==> src/logic/brew_menu_pkg.sv <==
/*
 * Brew menu package
 * Menu states, selection lists, button and control bundles and the
 * default hardware timing for the coffee machine menu
 */
`default_nettype none

package brew_menu_pkg;

    // ==============================
    // Menu states
    // ==============================
    // Code 8 is left free, the old settings screen
    typedef enum logic [3:0] {
        ST_SPLASH            = 4'd0,
        ST_CHECK_ERRORS      = 4'd1,
        ST_COFFEE_SELECT     = 4'd2,
        ST_DRINK_SELECT      = 4'd3,
        ST_SIZE_SELECT       = 4'd4,
        ST_CONFIRM           = 4'd5,
        ST_BREWING           = 4'd6,
        ST_COMPLETE          = 4'd7,
        ST_ERROR             = 4'd9,
        ST_INSUFFICIENT      = 4'd10,
        ST_ABORT_CONFIRM     = 4'd11,
        ST_MAINTENANCE       = 4'd12,
        ST_MAINT_OPTIONS     = 4'd13,
        ST_MAINT_VIEW_ERRORS = 4'd14,
        ST_MAINT_MANUAL_CHECK = 4'd15
    } menu_state_e;

    // ==============================
    // Selection lists
    // ==============================
    typedef enum logic [2:0] {
        DRINK_BLACK_COFFEE  = 3'd0,
        DRINK_COFFEE_CREAM  = 3'd1,
        DRINK_LATTE         = 3'd2,
        DRINK_MOCHA         = 3'd3,
        DRINK_HOT_CHOCOLATE = 3'd4
    } drink_e;

    typedef enum logic [1:0] {
        SIZE_8OZ  = 2'd0,
        SIZE_12OZ = 2'd1,
        SIZE_16OZ = 2'd2
    } size_e;

    typedef enum logic [1:0] {
        MAINT_VIEW_ERRORS  = 2'd0,
        MAINT_MANUAL_CHECK = 2'd1,
        MAINT_SERVICE_TIME = 2'd2,
        MAINT_EXIT         = 2'd3
    } maint_opt_e;

    // List lengths for cursor wrap
    localparam int NUM_COFFEE_BINS   = 2;
    localparam int NUM_DRINKS        = 5;
    localparam int NUM_SIZES         = 3;
    localparam int NUM_MAINT_OPTIONS = 4;

    // Board timing at 50 MHz: 20 ms, 50 ms, 10 s
    localparam int DEF_DEBOUNCE_CYCLES      = 1_000_000;
    localparam int DEF_COMBO_HOLD_CYCLES    = 2_500_000;
    localparam int DEF_INSUFFICIENT_TIMEOUT = 500_000_000;

    // ==============================
    // Bundles
    // ==============================
    typedef struct packed {
        logic cancel;
        logic left;
        logic right;
        logic select;
    } button_raw_t;

    // Press fields and combo are one-cycle pulses
    typedef struct packed {
        logic cancel;
        logic left;
        logic right;
        logic select;
        logic combo;
    } button_events_t;

    typedef struct packed {
        logic brewing_active;
        logic error_present;
        logic recipe_valid;
        logic can_make_coffee;
        logic pressure_ready;
    } machine_status_t;

    typedef struct packed {
        logic [2:0] coffee_bin;
        drink_e     drink;
        size_e      size;
        maint_opt_e maint_opt;
    } selection_t;

    typedef struct packed {
        logic start_brewing;
        logic maintenance_mode;
        logic manual_check;
        logic display_refresh;
    } menu_ctrl_t;

endpackage

`default_nettype wire

==> src/logic/brew_menu_top.sv <==
/*
 * Brew menu top
 * Button conditioning feeding the option cursors and the menu FSM
 */
`timescale 1ns/1ps
`default_nettype none

module brew_menu_top #(
    parameter int DEBOUNCE_CYCLES      = brew_menu_pkg::DEF_DEBOUNCE_CYCLES,
    parameter int COMBO_HOLD_CYCLES    = brew_menu_pkg::DEF_COMBO_HOLD_CYCLES,
    parameter int INSUFFICIENT_TIMEOUT = brew_menu_pkg::DEF_INSUFFICIENT_TIMEOUT
) (
    input  logic                           clk,
    input  logic                           rst_n,
    input  brew_menu_pkg::button_raw_t     buttons,
    input  brew_menu_pkg::machine_status_t status,
    output brew_menu_pkg::menu_state_e     menu_state,
    output brew_menu_pkg::selection_t      selection,
    output brew_menu_pkg::menu_ctrl_t      ctrl
);

    import brew_menu_pkg::*;

    // Press and combo pulses, shared by cursors and FSM
    button_events_t events;

    button_conditioner #(
        .DEBOUNCE_CYCLES  (DEBOUNCE_CYCLES),
        .COMBO_HOLD_CYCLES(COMBO_HOLD_CYCLES)
    ) i_conditioner (
        .clk    (clk),
        .rst_n  (rst_n),
        .buttons(buttons),
        .events (events)
    );

    option_selector i_selector (
        .clk       (clk),
        .rst_n     (rst_n),
        .menu_state(menu_state),
        .events    (events),
        .selection (selection)
    );

    // Maintenance cursor steers the options screen
    menu_fsm #(
        .INSUFFICIENT_TIMEOUT(INSUFFICIENT_TIMEOUT)
    ) i_fsm (
        .clk         (clk),
        .rst_n       (rst_n),
        .events      (events),
        .status      (status),
        .maint_option(selection.maint_opt),
        .menu_state  (menu_state),
        .ctrl        (ctrl)
    );

endmodule

`default_nettype wire

==> src/logic/button_conditioner.sv <==
/*
 * Button conditioner
 * Debounces the four buttons, makes press pulses and times the hidden
 * left/right plus select combination
 */
`timescale 1ns/1ps
`default_nettype none

module button_conditioner #(
    parameter int DEBOUNCE_CYCLES   = brew_menu_pkg::DEF_DEBOUNCE_CYCLES,
    parameter int COMBO_HOLD_CYCLES = brew_menu_pkg::DEF_COMBO_HOLD_CYCLES
) (
    input  logic                          clk,
    input  logic                          rst_n,
    input  brew_menu_pkg::button_raw_t    buttons,
    output brew_menu_pkg::button_events_t events
);

    import brew_menu_pkg::*;

    localparam int HOLD_W = $clog2(COMBO_HOLD_CYCLES) + 1;
    localparam logic [HOLD_W-1:0] HOLD_LAST = HOLD_W'(COMBO_HOLD_CYCLES - 1);

    logic [3:0]        clean_vec;
    button_raw_t       clean;
    button_raw_t       clean_q;
    logic              combo_held;
    logic [HOLD_W-1:0] hold_cnt;

    // ==============================
    // Debounce
    // ==============================
    for (genvar i = 0; i < 4; i++) begin : g_db
        button_debouncer #(
            .DEBOUNCE_CYCLES(DEBOUNCE_CYCLES)
        ) i_debouncer (
            .clk  (clk),
            .rst_n(rst_n),
            .raw  (buttons[i]),
            .clean(clean_vec[i])
        );
    end

    // Back to named fields
    assign clean = clean_vec;

    // Either arrow together with select
    assign combo_held = (clean.left | clean.right) & clean.select;

    // ==============================
    // Press pulses and combo timer
    // ==============================
    always_ff @(posedge clk or negedge rst_n) begin
        if (!rst_n) begin
            clean_q  <= '0;
            events   <= '0;
            hold_cnt <= '0;
        end else begin
            clean_q <= clean;
            // Rising edges of the clean levels
            events.cancel <= clean.cancel & ~clean_q.cancel;
            events.left   <= clean.left   & ~clean_q.left;
            events.right  <= clean.right  & ~clean_q.right;
            events.select <= clean.select & ~clean_q.select;
            if (!combo_held) begin
                // Released, start from scratch
                hold_cnt     <= '0;
                events.combo <= 1'b0;
            end else if (hold_cnt == HOLD_LAST) begin
                // Fire and restart for a repeat
                hold_cnt     <= '0;
                events.combo <= 1'b1;
            end else begin
                hold_cnt     <= hold_cnt + 1'b1;
                events.combo <= 1'b0;
            end
        end
    end

endmodule

`default_nettype wire

==> src/logic/button_debouncer.sv <==
/*
 * Button debouncer
 * Takes a new raw level only once it has held for DEBOUNCE_CYCLES
 */
`timescale 1ns/1ps
`default_nettype none

module button_debouncer #(
    parameter int DEBOUNCE_CYCLES = brew_menu_pkg::DEF_DEBOUNCE_CYCLES
) (
    input  logic clk,
    input  logic rst_n,
    input  logic raw,
    output logic clean
);

    localparam int CNT_W = $clog2(DEBOUNCE_CYCLES) + 1;
    localparam logic [CNT_W-1:0] CNT_LAST = CNT_W'(DEBOUNCE_CYCLES - 1);

    // Length of the current mismatch run
    logic [CNT_W-1:0] cnt;

    always_ff @(posedge clk or negedge rst_n) begin
        if (!rst_n) begin
            cnt   <= '0;
            clean <= 1'b0;
        end else if (raw == clean) begin
            // Levels agree again, glitch thrown away
            cnt <= '0;
        end else if (cnt == CNT_LAST) begin
            // Held long enough
            clean <= raw;
            cnt   <= '0;
        end else begin
            cnt <= cnt + 1'b1;
        end
    end

endmodule

`default_nettype wire

==> src/logic/menu_fsm.sv <==
/*
 * Menu state machine
 * Brewing flow, error and resource screens, hidden maintenance menu,
 * and the brew, maintenance, manual check and refresh controls
 */
`timescale 1ns/1ps
`default_nettype none

module menu_fsm #(
    parameter int INSUFFICIENT_TIMEOUT = brew_menu_pkg::DEF_INSUFFICIENT_TIMEOUT
) (
    input  logic                           clk,
    input  logic                           rst_n,
    input  brew_menu_pkg::button_events_t  events,
    input  brew_menu_pkg::machine_status_t status,
    input  brew_menu_pkg::maint_opt_e      maint_option,
    output brew_menu_pkg::menu_state_e     menu_state,
    output brew_menu_pkg::menu_ctrl_t      ctrl
);

    import brew_menu_pkg::*;

    localparam int INS_W = $clog2(INSUFFICIENT_TIMEOUT) + 1;
    localparam logic [INS_W-1:0] INS_LAST = INS_W'(INSUFFICIENT_TIMEOUT - 1);

    menu_state_e      next_state;
    menu_state_e      return_state;
    logic [INS_W-1:0] insuff_cnt;
    logic             brew_started;
    logic             state_changed;

    // ==============================
    // Next state
    // ==============================
    always_comb begin
        next_state = menu_state;
        case (menu_state)
            ST_SPLASH: begin
                if (events.combo) begin
                    next_state = ST_MAINTENANCE;
                end else if (events.select && !status.error_present) begin
                    next_state = ST_CHECK_ERRORS;
                end
            end
            ST_CHECK_ERRORS: begin
                // Waits here until the machine is ready
                if (events.combo) begin
                    next_state = ST_MAINTENANCE;
                end else if (status.error_present) begin
                    next_state = ST_ERROR;
                end else if (status.pressure_ready && status.can_make_coffee) begin
                    next_state = ST_COFFEE_SELECT;
                end else if (events.cancel) begin
                    next_state = ST_SPLASH;
                end
            end
            ST_COFFEE_SELECT: begin
                if (events.combo) begin
                    next_state = ST_MAINTENANCE;
                end else if (events.select) begin
                    next_state = ST_DRINK_SELECT;
                end else if (events.cancel) begin
                    next_state = ST_SPLASH;
                end
            end
            ST_DRINK_SELECT: begin
                if (events.combo) begin
                    next_state = ST_MAINTENANCE;
                end else if (events.select) begin
                    next_state = ST_SIZE_SELECT;
                end else if (events.cancel) begin
                    next_state = ST_COFFEE_SELECT;
                end
            end
            ST_SIZE_SELECT: begin
                if (events.combo) begin
                    next_state = ST_MAINTENANCE;
                end else if (events.select) begin
                    next_state = ST_CONFIRM;
                end else if (events.cancel) begin
                    next_state = ST_DRINK_SELECT;
                end
            end
            ST_CONFIRM: begin
                if (events.combo) begin
                    next_state = ST_MAINTENANCE;
                end else if (events.select) begin
                    next_state = status.recipe_valid ? ST_BREWING : ST_INSUFFICIENT;
                end else if (events.cancel) begin
                    next_state = ST_SIZE_SELECT;
                end
            end
            ST_INSUFFICIENT: begin
                // Timed message, cancel cuts it short
                if (insuff_cnt >= INS_LAST || events.cancel) begin
                    next_state = return_state;
                end
            end
            ST_BREWING: begin
                // Only abort or a real end of brew leave here
                if (events.cancel) begin
                    next_state = ST_ABORT_CONFIRM;
                end else if (brew_started && !status.brewing_active) begin
                    next_state = ST_COMPLETE;
                end
            end
            ST_ABORT_CONFIRM: begin
                if (events.select) begin
                    next_state = ST_SPLASH;
                end else if (events.cancel) begin
                    next_state = ST_BREWING;
                end
            end
            ST_COMPLETE: begin
                // Any key
                if (events.select || events.cancel || events.left || events.right) begin
                    next_state = ST_SPLASH;
                end
            end
            ST_ERROR: begin
                if (events.combo) begin
                    next_state = ST_MAINTENANCE;
                end else if (!status.error_present && status.can_make_coffee) begin
                    next_state = ST_SPLASH;
                end else if (events.cancel) begin
                    next_state = ST_SPLASH;
                end
            end
            // Maintenance entry lasts one cycle
            ST_MAINTENANCE: begin
                next_state = ST_MAINT_OPTIONS;
            end
            ST_MAINT_OPTIONS: begin
                if (events.select) begin
                    case (maint_option)
                        MAINT_VIEW_ERRORS:  next_state = ST_MAINT_VIEW_ERRORS;
                        MAINT_MANUAL_CHECK: next_state = ST_MAINT_MANUAL_CHECK;
                        // Service time shares the error view
                        MAINT_SERVICE_TIME: next_state = ST_MAINT_VIEW_ERRORS;
                        MAINT_EXIT:         next_state = ST_SPLASH;
                    endcase
                end else if (events.cancel) begin
                    next_state = ST_SPLASH;
                end
            end
            ST_MAINT_VIEW_ERRORS: begin
                if (events.cancel) begin
                    next_state = ST_MAINT_OPTIONS;
                end
            end
            ST_MAINT_MANUAL_CHECK: begin
                if (events.select || events.cancel) begin
                    next_state = ST_MAINT_OPTIONS;
                end
            end
            default: begin
                // Unused code 8
                next_state = ST_SPLASH;
            end
        endcase
    end

    // ==============================
    // State and side registers
    // ==============================
    always_ff @(posedge clk or negedge rst_n) begin
        if (!rst_n) begin
            menu_state    <= ST_SPLASH;
            state_changed <= 1'b0;
            return_state  <= ST_CONFIRM;
            insuff_cnt    <= '0;
            brew_started  <= 1'b0;
        end else begin
            menu_state    <= next_state;
            state_changed <= (next_state != menu_state);
            // Remember where the resource message came from
            if (next_state == ST_INSUFFICIENT && menu_state != ST_INSUFFICIENT) begin
                return_state <= menu_state;
            end
            insuff_cnt <= (menu_state == ST_INSUFFICIENT) ? insuff_cnt + 1'b1 : '0;
            // Brew guard, set once the machine reports activity
            if (menu_state != ST_BREWING) begin
                brew_started <= 1'b0;
            end else if (status.brewing_active) begin
                brew_started <= 1'b1;
            end
        end
    end

    // ==============================
    // Control outputs
    // ==============================
    always_ff @(posedge clk or negedge rst_n) begin
        if (!rst_n) begin
            ctrl <= '0;
        end else begin
            // Only a fresh brew from confirm, not a return from abort
            ctrl.start_brewing <= (menu_state == ST_CONFIRM) && (next_state == ST_BREWING);
            ctrl.maintenance_mode <= menu_state inside {ST_MAINTENANCE, ST_MAINT_OPTIONS,
                ST_MAINT_VIEW_ERRORS, ST_MAINT_MANUAL_CHECK};
            ctrl.manual_check <= (menu_state == ST_MAINT_MANUAL_CHECK) && events.select;
            ctrl.display_refresh <= state_changed;
        end
    end

endmodule

`default_nettype wire

==> src/logic/option_selector.sv <==
/*
 * Option selector
 * Wrapping left/right cursors for coffee bin, drink, size and the
 * maintenance option, each active only on its own screen
 */
`timescale 1ns/1ps
`default_nettype none

module option_selector (
    input  logic                          clk,
    input  logic                          rst_n,
    input  brew_menu_pkg::menu_state_e    menu_state,
    input  brew_menu_pkg::button_events_t events,
    output brew_menu_pkg::selection_t     selection
);

    import brew_menu_pkg::*;

    // One cursor step, left wins over right
    function automatic int wrap_step(int cur, int len, logic dn, logic up);
        return dn ? ((cur == 0) ? len - 1 : cur - 1)
             : up ? ((cur >= len - 1) ? 0 : cur + 1)
             : cur;
    endfunction

    always_ff @(posedge clk or negedge rst_n) begin
        if (!rst_n) begin
            selection.coffee_bin <= 3'd0;
            selection.drink      <= DRINK_BLACK_COFFEE;
            selection.size       <= SIZE_12OZ;
            selection.maint_opt  <= MAINT_VIEW_ERRORS;
        end else begin
            case (menu_state)
                ST_COFFEE_SELECT: begin
                    selection.coffee_bin <= 3'(wrap_step(int'(selection.coffee_bin),
                        NUM_COFFEE_BINS, events.left, events.right));
                end
                ST_DRINK_SELECT: begin
                    selection.drink <= drink_e'(wrap_step(int'(selection.drink),
                        NUM_DRINKS, events.left, events.right));
                end
                ST_SIZE_SELECT: begin
                    selection.size <= size_e'(wrap_step(int'(selection.size),
                        NUM_SIZES, events.left, events.right));
                end
                ST_MAINT_OPTIONS: begin
                    selection.maint_opt <= maint_opt_e'(wrap_step(int'(selection.maint_opt),
                        NUM_MAINT_OPTIONS, events.left, events.right));
                end
                default: begin
                    // Cursors hold on every other screen
                end
            endcase
        end
    end

endmodule

`default_nettype wire

==> config.mk <==
export PLATFORM = sky130hd
export DESIGN_NAME = brew_menu_top
export DESIGN_NICKNAME = d
export VERILOG_FILES = /design/src/logic/brew_menu_pkg.sv /design/src/logic/brew_menu_top.sv /design/src/logic/button_conditioner.sv /design/src/logic/button_debouncer.sv /design/src/logic/menu_fsm.sv /design/src/logic/option_selector.sv
export SDC_FILE = /design/constraint.sdc
export NUM_CORES = 1
export LEC_CHECK = 0
export CORE_MARGIN = 2
export CORE_UTILIZATION = 40
export DETAILED_ROUTE_END_ITERATION = 6
export DONT_BUFFER_PORTS = 1
export GPL_ROUTABILITY_DRIVEN = 0
export GPL_TIMING_DRIVEN = 1
export PLACE_DENSITY = 0.6
export SYNTH_ARGS = -nofsm -noshare
export SYNTH_HDL_FRONTEND = slang
export SYNTH_HIERARCHICAL = 1
export SYNTH_SLANG_ARGS = --single-unit
==> constraint.sdc <==
create_clock -name clk -period 2.57 [get_ports clk]
set_clock_uncertainty 0.05 [all_clocks]
set_input_delay 0 -clock clk [delete_from_list [all_inputs] [get_ports clk]]
set_output_delay 0 -clock clk [all_outputs]
set_load 0.02 [all_outputs]
==> After elaboration in Yosys (flattened, before gate mapping) <==
Index checks and enable logic that the tools add are counted.
W data, S select, Z words.
{ "word_totals": {"reg_bits": 174, "wordCells": 188} }
{ "op_classes": {"add_sub_neg": 14, "n_lt_le_gt_ge": 5, "eq_ne": 31, "mux": 62, "bitwise": 14, "reduce_logical": 31} }
{ "op_table": {"columns": ["operator", "count"], "rows": [
  ["$mux W21", 8],
  ["$mux W4", 29],
  ["$add A21 B1 Y21 const B", 4],
  ["$eq A21 B20 Y1 const B", 4],
  ["$pmux W4 S15", 1],
  ["$mux W23", 2],
  ["$eq A4 B4 Y1 const B", 8],
  ["$add A30 B1 Y30 const B", 1],
  ["$ge A30 B29 Y1 const B", 1],
  ["$mux W30", 1],
  ["$mux W3", 8],
  ["$add A23 B1 Y23 const B", 1],
  ["$eq A23 B22 Y1 const B", 1],
  ["$eq A4 B3 Y1 const B", 5],
  ["$mux W2", 8],
  ["$reduce_and A2 Y1", 8],
  ["$pmux W4 S3", 1],
  ["$eq A4 B2 Y1 const B", 2],
  ["$not A1 Y1", 8],
  ["$logic_and A1 B1 Y1", 7],
  ["$add A3 B1 Y3 const B", 2],
  ["$logic_not A2 Y1", 3],
  ["$logic_not A3 Y1", 2],
  ["$sub A3 B1 Y3 const B", 2],
  ["21 further kinds", 40]
]} }

==> Longest topological paths before layout <==
Gate-level depths: netlist of the first run.
{ "logic_depth": {"word_depth": 7, "depth_mapped": 9, "depth_no_buf": 8} }

==> Hierarchy <==
Netlist of the first run, hierarchy kept.
{ "modules_own_cells": {"columns": ["module", "instances", "cells_per_inst", "area_each_um2", "seq_area_each_um2"], "rows": [
  ["button_debouncer", 4, 114, 1104.8, 550.5],
  ["menu_fsm", 1, 293, 2616.3, 1103.6],
  ["button_conditioner", 1, 131, 1428.9, 800.8],
  ["option_selector", 1, 81, 840.8, 251.5]
]} }

==> Least setup slack after synthesis of the first run <==
Ideal clock, no wire load.
{ "synth_path": {"kind": "reg2reg", "startpoint": "reg i_fsm.menu_state[1]", "endpoint": "reg i_fsm.return_state[1]", "setup_time_ns": 0.129, "arrival_ns": 2.161, "setup_slack_ns": 0.231, "path_stages_with_launch": 9, "n_path_buf": 1, "synth_period_minus_slack_ns": 2.339, "path_cell_list": "dfrtp_1 buf_2 inv_1 o211ai_1 o211ai_1 or4_4 a21o_4 nor4b_4 nor2b_1"} }
{ "synth_via": {"elab_cells_between_ends": 47} }
{ "synth_lines": {"columns": ["element", "line", "source"], "rows": [
  ["start, declared", "menu_fsm.sv:17", "output brew_menu_pkg::menu_state_e menu_state,"],
  ["start signal, assigned", "menu_fsm.sv:174", "menu_state <= next_state;"],
  ["$eq A4 B4 Y1 (tied with other cells)", "menu_fsm.sv:37", "case (menu_state)"],
  ["$pmux W4 S15 (*)", "menu_fsm.sv:37", null],
  ["via i_fsm.next_state[0]", "menu_fsm.sv:26", "menu_state_e next_state;"],
  ["$eq A4 B4 Y1 (*)", "menu_fsm.sv:177", "if (next_state == ST_INSUFFICIENT && menu_state != ST_INSUFFICIENT) begin"],
  ["$logic_and A1 B1 Y1 (*)", "menu_fsm.sv:177", null],
  ["end signal, assigned", "menu_fsm.sv:178", "return_state <= menu_state;"],
  ["end, declared", "menu_fsm.sv:27", "menu_state_e return_state;"]
]} }
The timed path passes the listed nets; every way through them passes the cells marked *.
A chain may end at the register's enable or synchronous reset.

==> Worst setup path in the final report of the first run <==
{ "layout_path": {"startpoint": "reg i_fsm.menu_state[3]", "endpoint": "reg i_fsm.return_state[3]"} }
Same word-level chain as after synthesis.

==> results.md, run 1 <==
- Outcome: finished with violations
- Violated checks: hold timing
- Final setup violation count: 0
- Leakage: 4.321 nW
- IO Pins: 29
- Via Count: 6914
- Placed Cells: 1234
- Fraction of layout instances using a drive strength above 1: 10.03%
- Drt initial violations: 371
- Hold bufs inserted after CTS: 6
- Routed wire length: 17.92 mm
- Synth warn: 6
- Synth Cell Area: ~9300 µm²
- Critical-path cell list: buf_4 > and2_1 > o211ai_1 > o211ai_1 > or4_4 > a21o_4 > nor4b_4 > nor2b_1
- # DRC: 0
- Top delay family on crit path: simple AND/OR/NAND/NOR gates
- Critical Path End Type: register
- Setup crit start kind: register
- Fin. Hold Viols: about 170
- Max Root-Sink Buffers: 2
- Relative slew slack: 63.11%
- HP Class: primary input to asynchronous set/reset pin
- Die Footprint: 24500 µm²
- Final core utilization: a little under half
- Unrepaired setup endpoints after global routing: no
- Final cycle utilization of the critical path: 94.49%
- Placed cell areas: 9663 µm²
- PwrDens: 541.3 nW/µm²
- Die Y: 156.5 µm
- # diodes: 0
- Setup TNS: 0 ns
- CP max stage delay: 0.54 ns
- Minimum clock period: approximately 2.4 ns
- Layout Cells excl Fill: between 1k and 1.5k
- Input/output buffers: 0
- Prevailing post-synth register cell: dfrtp_1
- NumNets Final: 1004
- Tot GR Track Use: 15.74%
- Die width: 156.5 µm
- TritonCTS clock tree: built
- TritonCTS buffer count: 17
- Syn Area/Cell: 9.683 µm²
- Crit path buf inv count: 1
- Crit-path slowest cell: or4_4
- Worst EP required: 2.83 ns
- Seq cells post-synth: 174
- Tot Pwr: 5.609 mW
- Top fanout value on the critical path: 12
- Antenna Nets Post-Route: 0
- Reg2reg start: i_fsm/menu_state[3]
- Cell row count: 55
- Post-DP HPWL: 11.85 mm
- Mapped Nets: around 1000
- Initial antenna violation count: 0
- Vias per inst: 5.436
- Number of H-tree levels: 4
- Post-route cell area: between 10000 and 15000 µm²
- Global-route wire length before repair: around 32 mm
- Max Cap Violations: 0
- Peak VDD IR: 0.4070 mV
- Wire per inst: ~14 µm
- Largest net degree at the start of global routing: 175
- Number of synthesized flops with an enable pin: 0
- Critical path type: register to register
- P&R area growth vs syn: 11.36%
- Yosys cell types: 77
- Clock root cell: clkbuf_16
- Ys async rst share: 100.0%
- Slew Viols, Final: 0
- Drt pass-1 iters: 5
- Vias in the first global route: roughly 6.8k
- Reg-to-reg endpoint: i_fsm/return_state[3]
- Clk_lat worst skew: 0.43 ns
- Sink Count: around 170
- Reg clk slew, reported paths: roughly 0.070 ns
- Fmax: ~0.41 GHz
- Cell count after synthesis: 961
- CP startpoint: i_fsm/menu_state[3]
- Starting Density: 40.98%
- Post-synthesis sequential area ratio: 46.83%
- Hold_ws: -0.7602 ns
- Most frequent CP cell: o211ai_1
- Worst Reg-to-Reg Cells: 8
- CP arrival: 2.69 ns
- Grt total ovfl: 0
- R2r setup slk: between 0.1 and 0.15 ns
- Least-Margin Pin Slew: 0.5520 ns
- Core box area: around 23000 µm²
[cell usage after synthesis (all sizes together) (2+ instances only)]
library cell,number,area [µm²]
a21o,3,30.02
a21oi,51,259.0
a221oi,2,17.52
a31oi,3,18.77
and2,15,93.84
and2b,4,30.03
and3,24,150.1
and3b,2,17.52
and4,6,52.55
buf,25,158.9
clkbuf,17,65.06
dfrtp,171,4279
dfstp,3,78.83
ha,19,237.7
inv,30,112.6
mux2,9,101.4
mux2i,10,100.1
nand2,60,225.2
nand2b,5,38.78
nand3,51,255.2
nand3b,2,15.01
nand4,38,269.0
nand4b,3,26.28
nor2,132,498.0
nor2b,11,68.82
nor3,12,71.32
nor3b,2,20.02
nor4,9,83.83
nor4b,5,71.32
nor4bb,2,20.02
o2111a,2,22.52
o2111ai,4,35.03
o211ai,7,52.55
o21ai,29,145.1
o21bai,5,52.55
o22ai,2,12.51
o31ai,23,172.7
or2,3,18.77
or3,25,161.4
or4,27,214.0
xnor2,33,289.0
xor2,60,525.5
[power by group]
| group | internal (mW) | total [mW] | leakage, nW | switching (mW) |
|---|---|---|---|---|
| Clock | 1.65 | 2.78 | 0.309 | 1.13 |
| Sequential | 2.75 | 2.76 | 2.38 | 0.00956 |
| Combinational | 0.0314 | 0.0700 | 1.63 | 0.0386 |
[cells by family (layout without fill, tap and decap cells)]
kind of cell | count (synthesis) | after routing | synth area share [%]
buf+inv | 72 | 98 | 3.617
fa+ha+maj | 19 | 19 | 2.555
simple gates | 442 | 442 | 26.21
xor+xnor | 93 | 93 | 8.754
mux | 19 | 19 | 2.165
compound gates | 142 | 142 | 9.870
flops | 174 | 174 | 46.83
[worst reg2reg max path, delay by kind of cell (launching register included)]
family | cells | cell delay (ns)
buf+inv | 1 | 0.22
flops | 1 | 0.52
simple gates | 4 | 1.10
compound gates | 3 | 0.43
[worst max path at each step]
stage	slack [ns]	cells past startpoint	end
after global placement	0.17	8	i_fsm/return_state[1]
final	0.14	8	i_fsm/return_state[3]
after detailed placement	0.15	8	i_fsm/return_state[1]
after global routing	0.01	7	i_fsm/return_state[0]
after floorplan	0.23	8	i_fsm/return_state[1]
after CTS	0.15	8	i_fsm/return_state[0]
[final cells by class]
class	instances	area (µm²)
clock buffers	18	429.2
clock inverters	14	203.9
fillers	2120	12350
inverters	30	112.6
multi-input cells	715	4617
flip-flops and latches	174	4358
well taps	285	356.6
repair buffers	36	285.3
[sequential cells by signal, summed over array words and instances (netlist names)]
name and cells:
i_conditioner/g_db.i_debouncer/cnt 84, i_conditioner/g_db.i_debouncer/clean 4, i_conditioner/events 5, i_fsm/menu_state 4, i_fsm/insuff_cnt 30, i_fsm/brew_started 1, i_selector/selection 10, i_fsm/return_state 4
i_conditioner/hold_cnt 23, i_fsm/ctrl 4, i_fsm/state_changed 1, i_conditioner/clean_q 4
[layer usage]
layer | routed length, µm | share of wire (%) | track usage [%]
met5 | 0 | 0 | 0
met4 | 287 | 1.6 | 5.636
met3 | 618 | 3.4 | 2.797
met2 | 8273 | 46 | 25.30
met1 | 8743 | 49 | 21.39
[layout by cell type, fill, tap and decap left out, types with 26 or more instances in the layout]
master,instances
dfrtp_1,171
inv_1,30
nand4_1,33
xnor2_1,33
nand3_1,51
xor2_1,60
buf_4,30
nand2_1,60
a21oi_1,50
o21ai_0,26
nor2_1,131
[timing repair]
| action | 4_1_cts | 5_1_grt |
|---|---|---|
| hold endpoints to repair | 206 | 174 |
| endpoints found under the setup margin | 0 | 1 |
| buffers inserted | 0 | 0 |
| gates resized for setup | 0 | 1 |
[through the flow]
step / setup WS, ns / hold WS [ns]
5_1_grt: 0.01143 / -0.7880
3_3_place_gp: 0.1743 / -0.3290
3_5_place_dp: 0.1460 / -0.3298
4_1_cts: 0.1502 / -0.7868
6_report: 0.1416 / -0.7602
2_1_floorplan: 0.2308 / -0.3456
Power figures use the tool's default switching activity.
==> inputs of run 2 (changes only) <==
- ABC_AREA: not set -> 1
==> run 2 against run 1 <==
- power is 7.0% lower
- fmax is 19% higher
- core utilization is 1.4 points lower
- the flow still finishes with violations (hold timing)
- die area is 16% higher
==> results.md, run 2 <==
- Cell row count: 60
- Minimum clock period: 2.044 ns
- Number of H-tree levels: 4
- Outcome: finished with violations
- Final cycle utilization of the critical path: 79.53%
- Post-DP HPWL: ~17 mm
- Synth Area in Adders: 2.204%
- Post-CTS setup buffer count: 0
- Seq cells post-synth: 174
- Max Cap Violations: 0
- Final setup violation count: 0
- Initial antenna violation count: 0
- Sink Count: 174
- NetSw: 1.117 mW
- # diodes: 0
- Drt initial violations: 740
- Die Y: 168.2 µm
- Global-route wire length before repair: 41.52 mm
- Hold bufs inserted after CTS: 6
- Antenna Nets Post-Route: 0
- HP Class: primary input to asynchronous set/reset pin
- Prevailing post-synth register cell: dfrtp_1
- Pre-CTS setup slack: a little over 0.5 ns
- Largest family of logic cells by synthesized area: simple AND/OR/NAND/NOR gates
- Via Count: 9094
- Critical path type: register to register
- Slew Viols, Final: 0
- Peak VDD IR: approximately 0.4 mV
- Synth warn: 6
- Input/output buffers: 0
- Reg power frac: 53.1%
- Least-Margin Pin Slew: around 0.54 ns
- Worst EP required: ~2.8 ns
- Relative slew slack: 63.98%
- # resized after CTS: 0
- Area contributors post-synth: dfrtp_1 (40%), nand2_1 (11%), nor2_1 (9.5%), nand3_1 (5.3%), inv_1 (5.1%)
- Sw frac: 21.41%
- P&R area growth vs syn: 9.476%
- Worst Reg-to-Reg Cells: 10
- Mux contribution to synthesized area: 0%
- Setup crit start kind: register
- Vias per inst: 4.961
- TritonCTS clock tree: built
- Syn Area/Cell: 7.419 µm²
- Critical Path End Type: register
- PwrDens: approximately 440 nW/µm²
- CP arrival: 2.31 ns
- Fraction of layout instances using a drive strength above 1: ~14%
- Top reg by flops: i_conditioner/g_db.i_debouncer/cnt
- Commonest cells after routing, fill and taps aside: nand2_1 (319), nor2_1 (273), dfrtp_1 (171), inv_1 (146), nand3_1 (114)
- Simple-gate area share of the yosys netlist: 41.10%
- IO Pins: 29
- # DRC: 0
- Ys async rst share: 100.0%
- Number of synthesized flops with an enable pin: 0
- Fin worst setup slack: 0.5261 ns
- Unrepaired setup endpoints after global routing: no
- Cell count after synthesis: 1454
- Post-synthesis sequential area ratio: 40.40%
- Fin. Hold Viols: 174
- Leakage: 5.185 nW
- TritonCTS buffer count: 17
- Reg clk slew, reported paths: approximately 0.06 ns
- NumNets Final: 1509
- Grt total ovfl: 0
- Synth area leader: dfrtp_1
- Hold_ws: -0.7729 ns
- Synth Area in Compound Gates: 4.303%
- Clock Power Share: 45.1%
- Gate power share: under 10%
- Die width: about 170 µm
- Commonest cells in the synthesized netlist: nand2_1 (319), nor2_1 (273), dfrtp_1 (171)
- Vias in the first global route: 8648
- Wire per inst: 12.85 µm
- Clk_lat worst skew: ~0.43 ns
- Largest net degree at the start of global routing: 175
- Setup TNS: 0 ns
- Drt pass-1 iters: 5
- Die Footprint: 28300 µm²
- Violated checks: hold timing
- Tot GR Track Use: 17.64%
- Fmax: 0.4893 GHz
- Commonest non-fill, non-tap cell in the layout: nand2_1
- Synth Area in XOR/XNOR: around 5%
- Clock root cell: clkbuf_16
- Starting Density: 40.37%
- Core box area: around 27000 µm²
- Most numerous cell in the Yosys netlist: nand2_1
- Max FFs per register: 84
- Yosys cell types: 38
- Regs by FF count: i_conditioner/g_db.i_debouncer/cnt (84), i_fsm/insuff_cnt (30), i_conditioner/hold_cnt (23)
- Mapped Nets: 1484
- Int Power: 4.099 mW
- Max Root-Sink Buffers: 2
- Yosys top cell area share: between 30 and 40%
- Top fanout value on the critical path: 8
- Synth Cell Area: between 10000 and 15000 µm²
- Routed wire length: ~24 mm
## run 2: cell types whose count changed in the layout (fill, tap and decap cells not counted), moves of 23 or more
cell | before | now
nand2_1 | 60 | 319
nor2_1 | 131 | 273
inv_1 | 30 | 146
nand3_1 | 51 | 114
nand2_2 | 0 | 39
nor2_4 | 0 | 39
inv_2 | 0 | 37
xor2_1 | 60 | 34
and3_1 | 24 | 0
nor3_1 | 11 | 35
or3_1 | 24 | 0
or4_1 | 24 | 0
nor2_2 | 1 | 24
o31ai_1 | 23 | 0
## run 2: worst max-delay path, cell delays in order (launching register included)
cell	delay (ns)
dfrtp_1	0.52
nor2_2	0.34
inv_1	0.10
nor2_1	0.20
nand4_1	0.13
nand4_1	0.14
nor2_1	0.08
nand2_1	0.11
nand2_2	0.09
nor2_4	0.13
nor2_1	0.05
## run 2: cell type report
class	count	area [µm²]
well taps	341	426.7
inverters	183	686.9
fillers	2615	14920
clock buffers	26	489.2
clock inverters	6	37.54
flip-flops and latches	174	4358
repair buffers	14	120.1
multi-input cells	1089	5692
## run 2: worst paths after layout
check	start	endpoint	slack [ns]
min in group clk	status[3]	i_fsm/menu_state[0]	0.03
max in group asynchronous	rst_n	i_selector/selection[2]	2.92
hold / removal	rst_n	i_conditioner/g_db[2].i_debouncer/cnt[19]	-0.77
setup reg to reg	i_fsm/menu_state[3]	i_fsm/return_state[1]	0.53
hold reg to reg	i_fsm/state_changed	i_fsm/ctrl[0]	0.30
setup / recovery	i_fsm/menu_state[3]	i_fsm/return_state[1]	0.53
## run 2: kinds of logic after synthesis
| group | after synthesis |
|---|---|
| compound gates | 88 |
| xor+xnor | 60 |
| fa+ha+maj | 19 |
| buf+inv | 191 |
| flops | 174 |
| simple gates | 922 |
## run 2: power by group through the flow
stage	Sequential, mW	Combinational (mW)	Clock [mW]
3_3_place_gp	2.82	0.0837	0
4_1_cts	2.77	0.0940	2.44
2_1_floorplan	2.82	0.0610	0
5_1_grt	2.77	0.107	2.56
6_report	2.77	0.0932	2.35
3_5_place_dp	2.82	0.0838	0
## run 2: stage by stage
step                      util (%)  cells  cell area, µm²  power, mW
final                        44.19   1833           11810      5.215
after global routing         44.19   1833           11810      5.441
after CTS                    44.19   1833           11810      5.303
after detailed placement     41.99   1795           11220      2.904
after global placement       41.99   1795           11220      2.903
after floorplan                  -   1454           10790      2.879
## run 2: per-layer routing
layer | vias to the layer above | global-route usage (%) | wire [µm]
met4 | 0 | 5.360 | 314
met3 | 31 | 3.103 | 960
met1 | 4205 | 24.72 | 11690
met2 | 199 | 27.91 | 10590
met5 | - | 0 | 0
li1 | 4659 | - | -
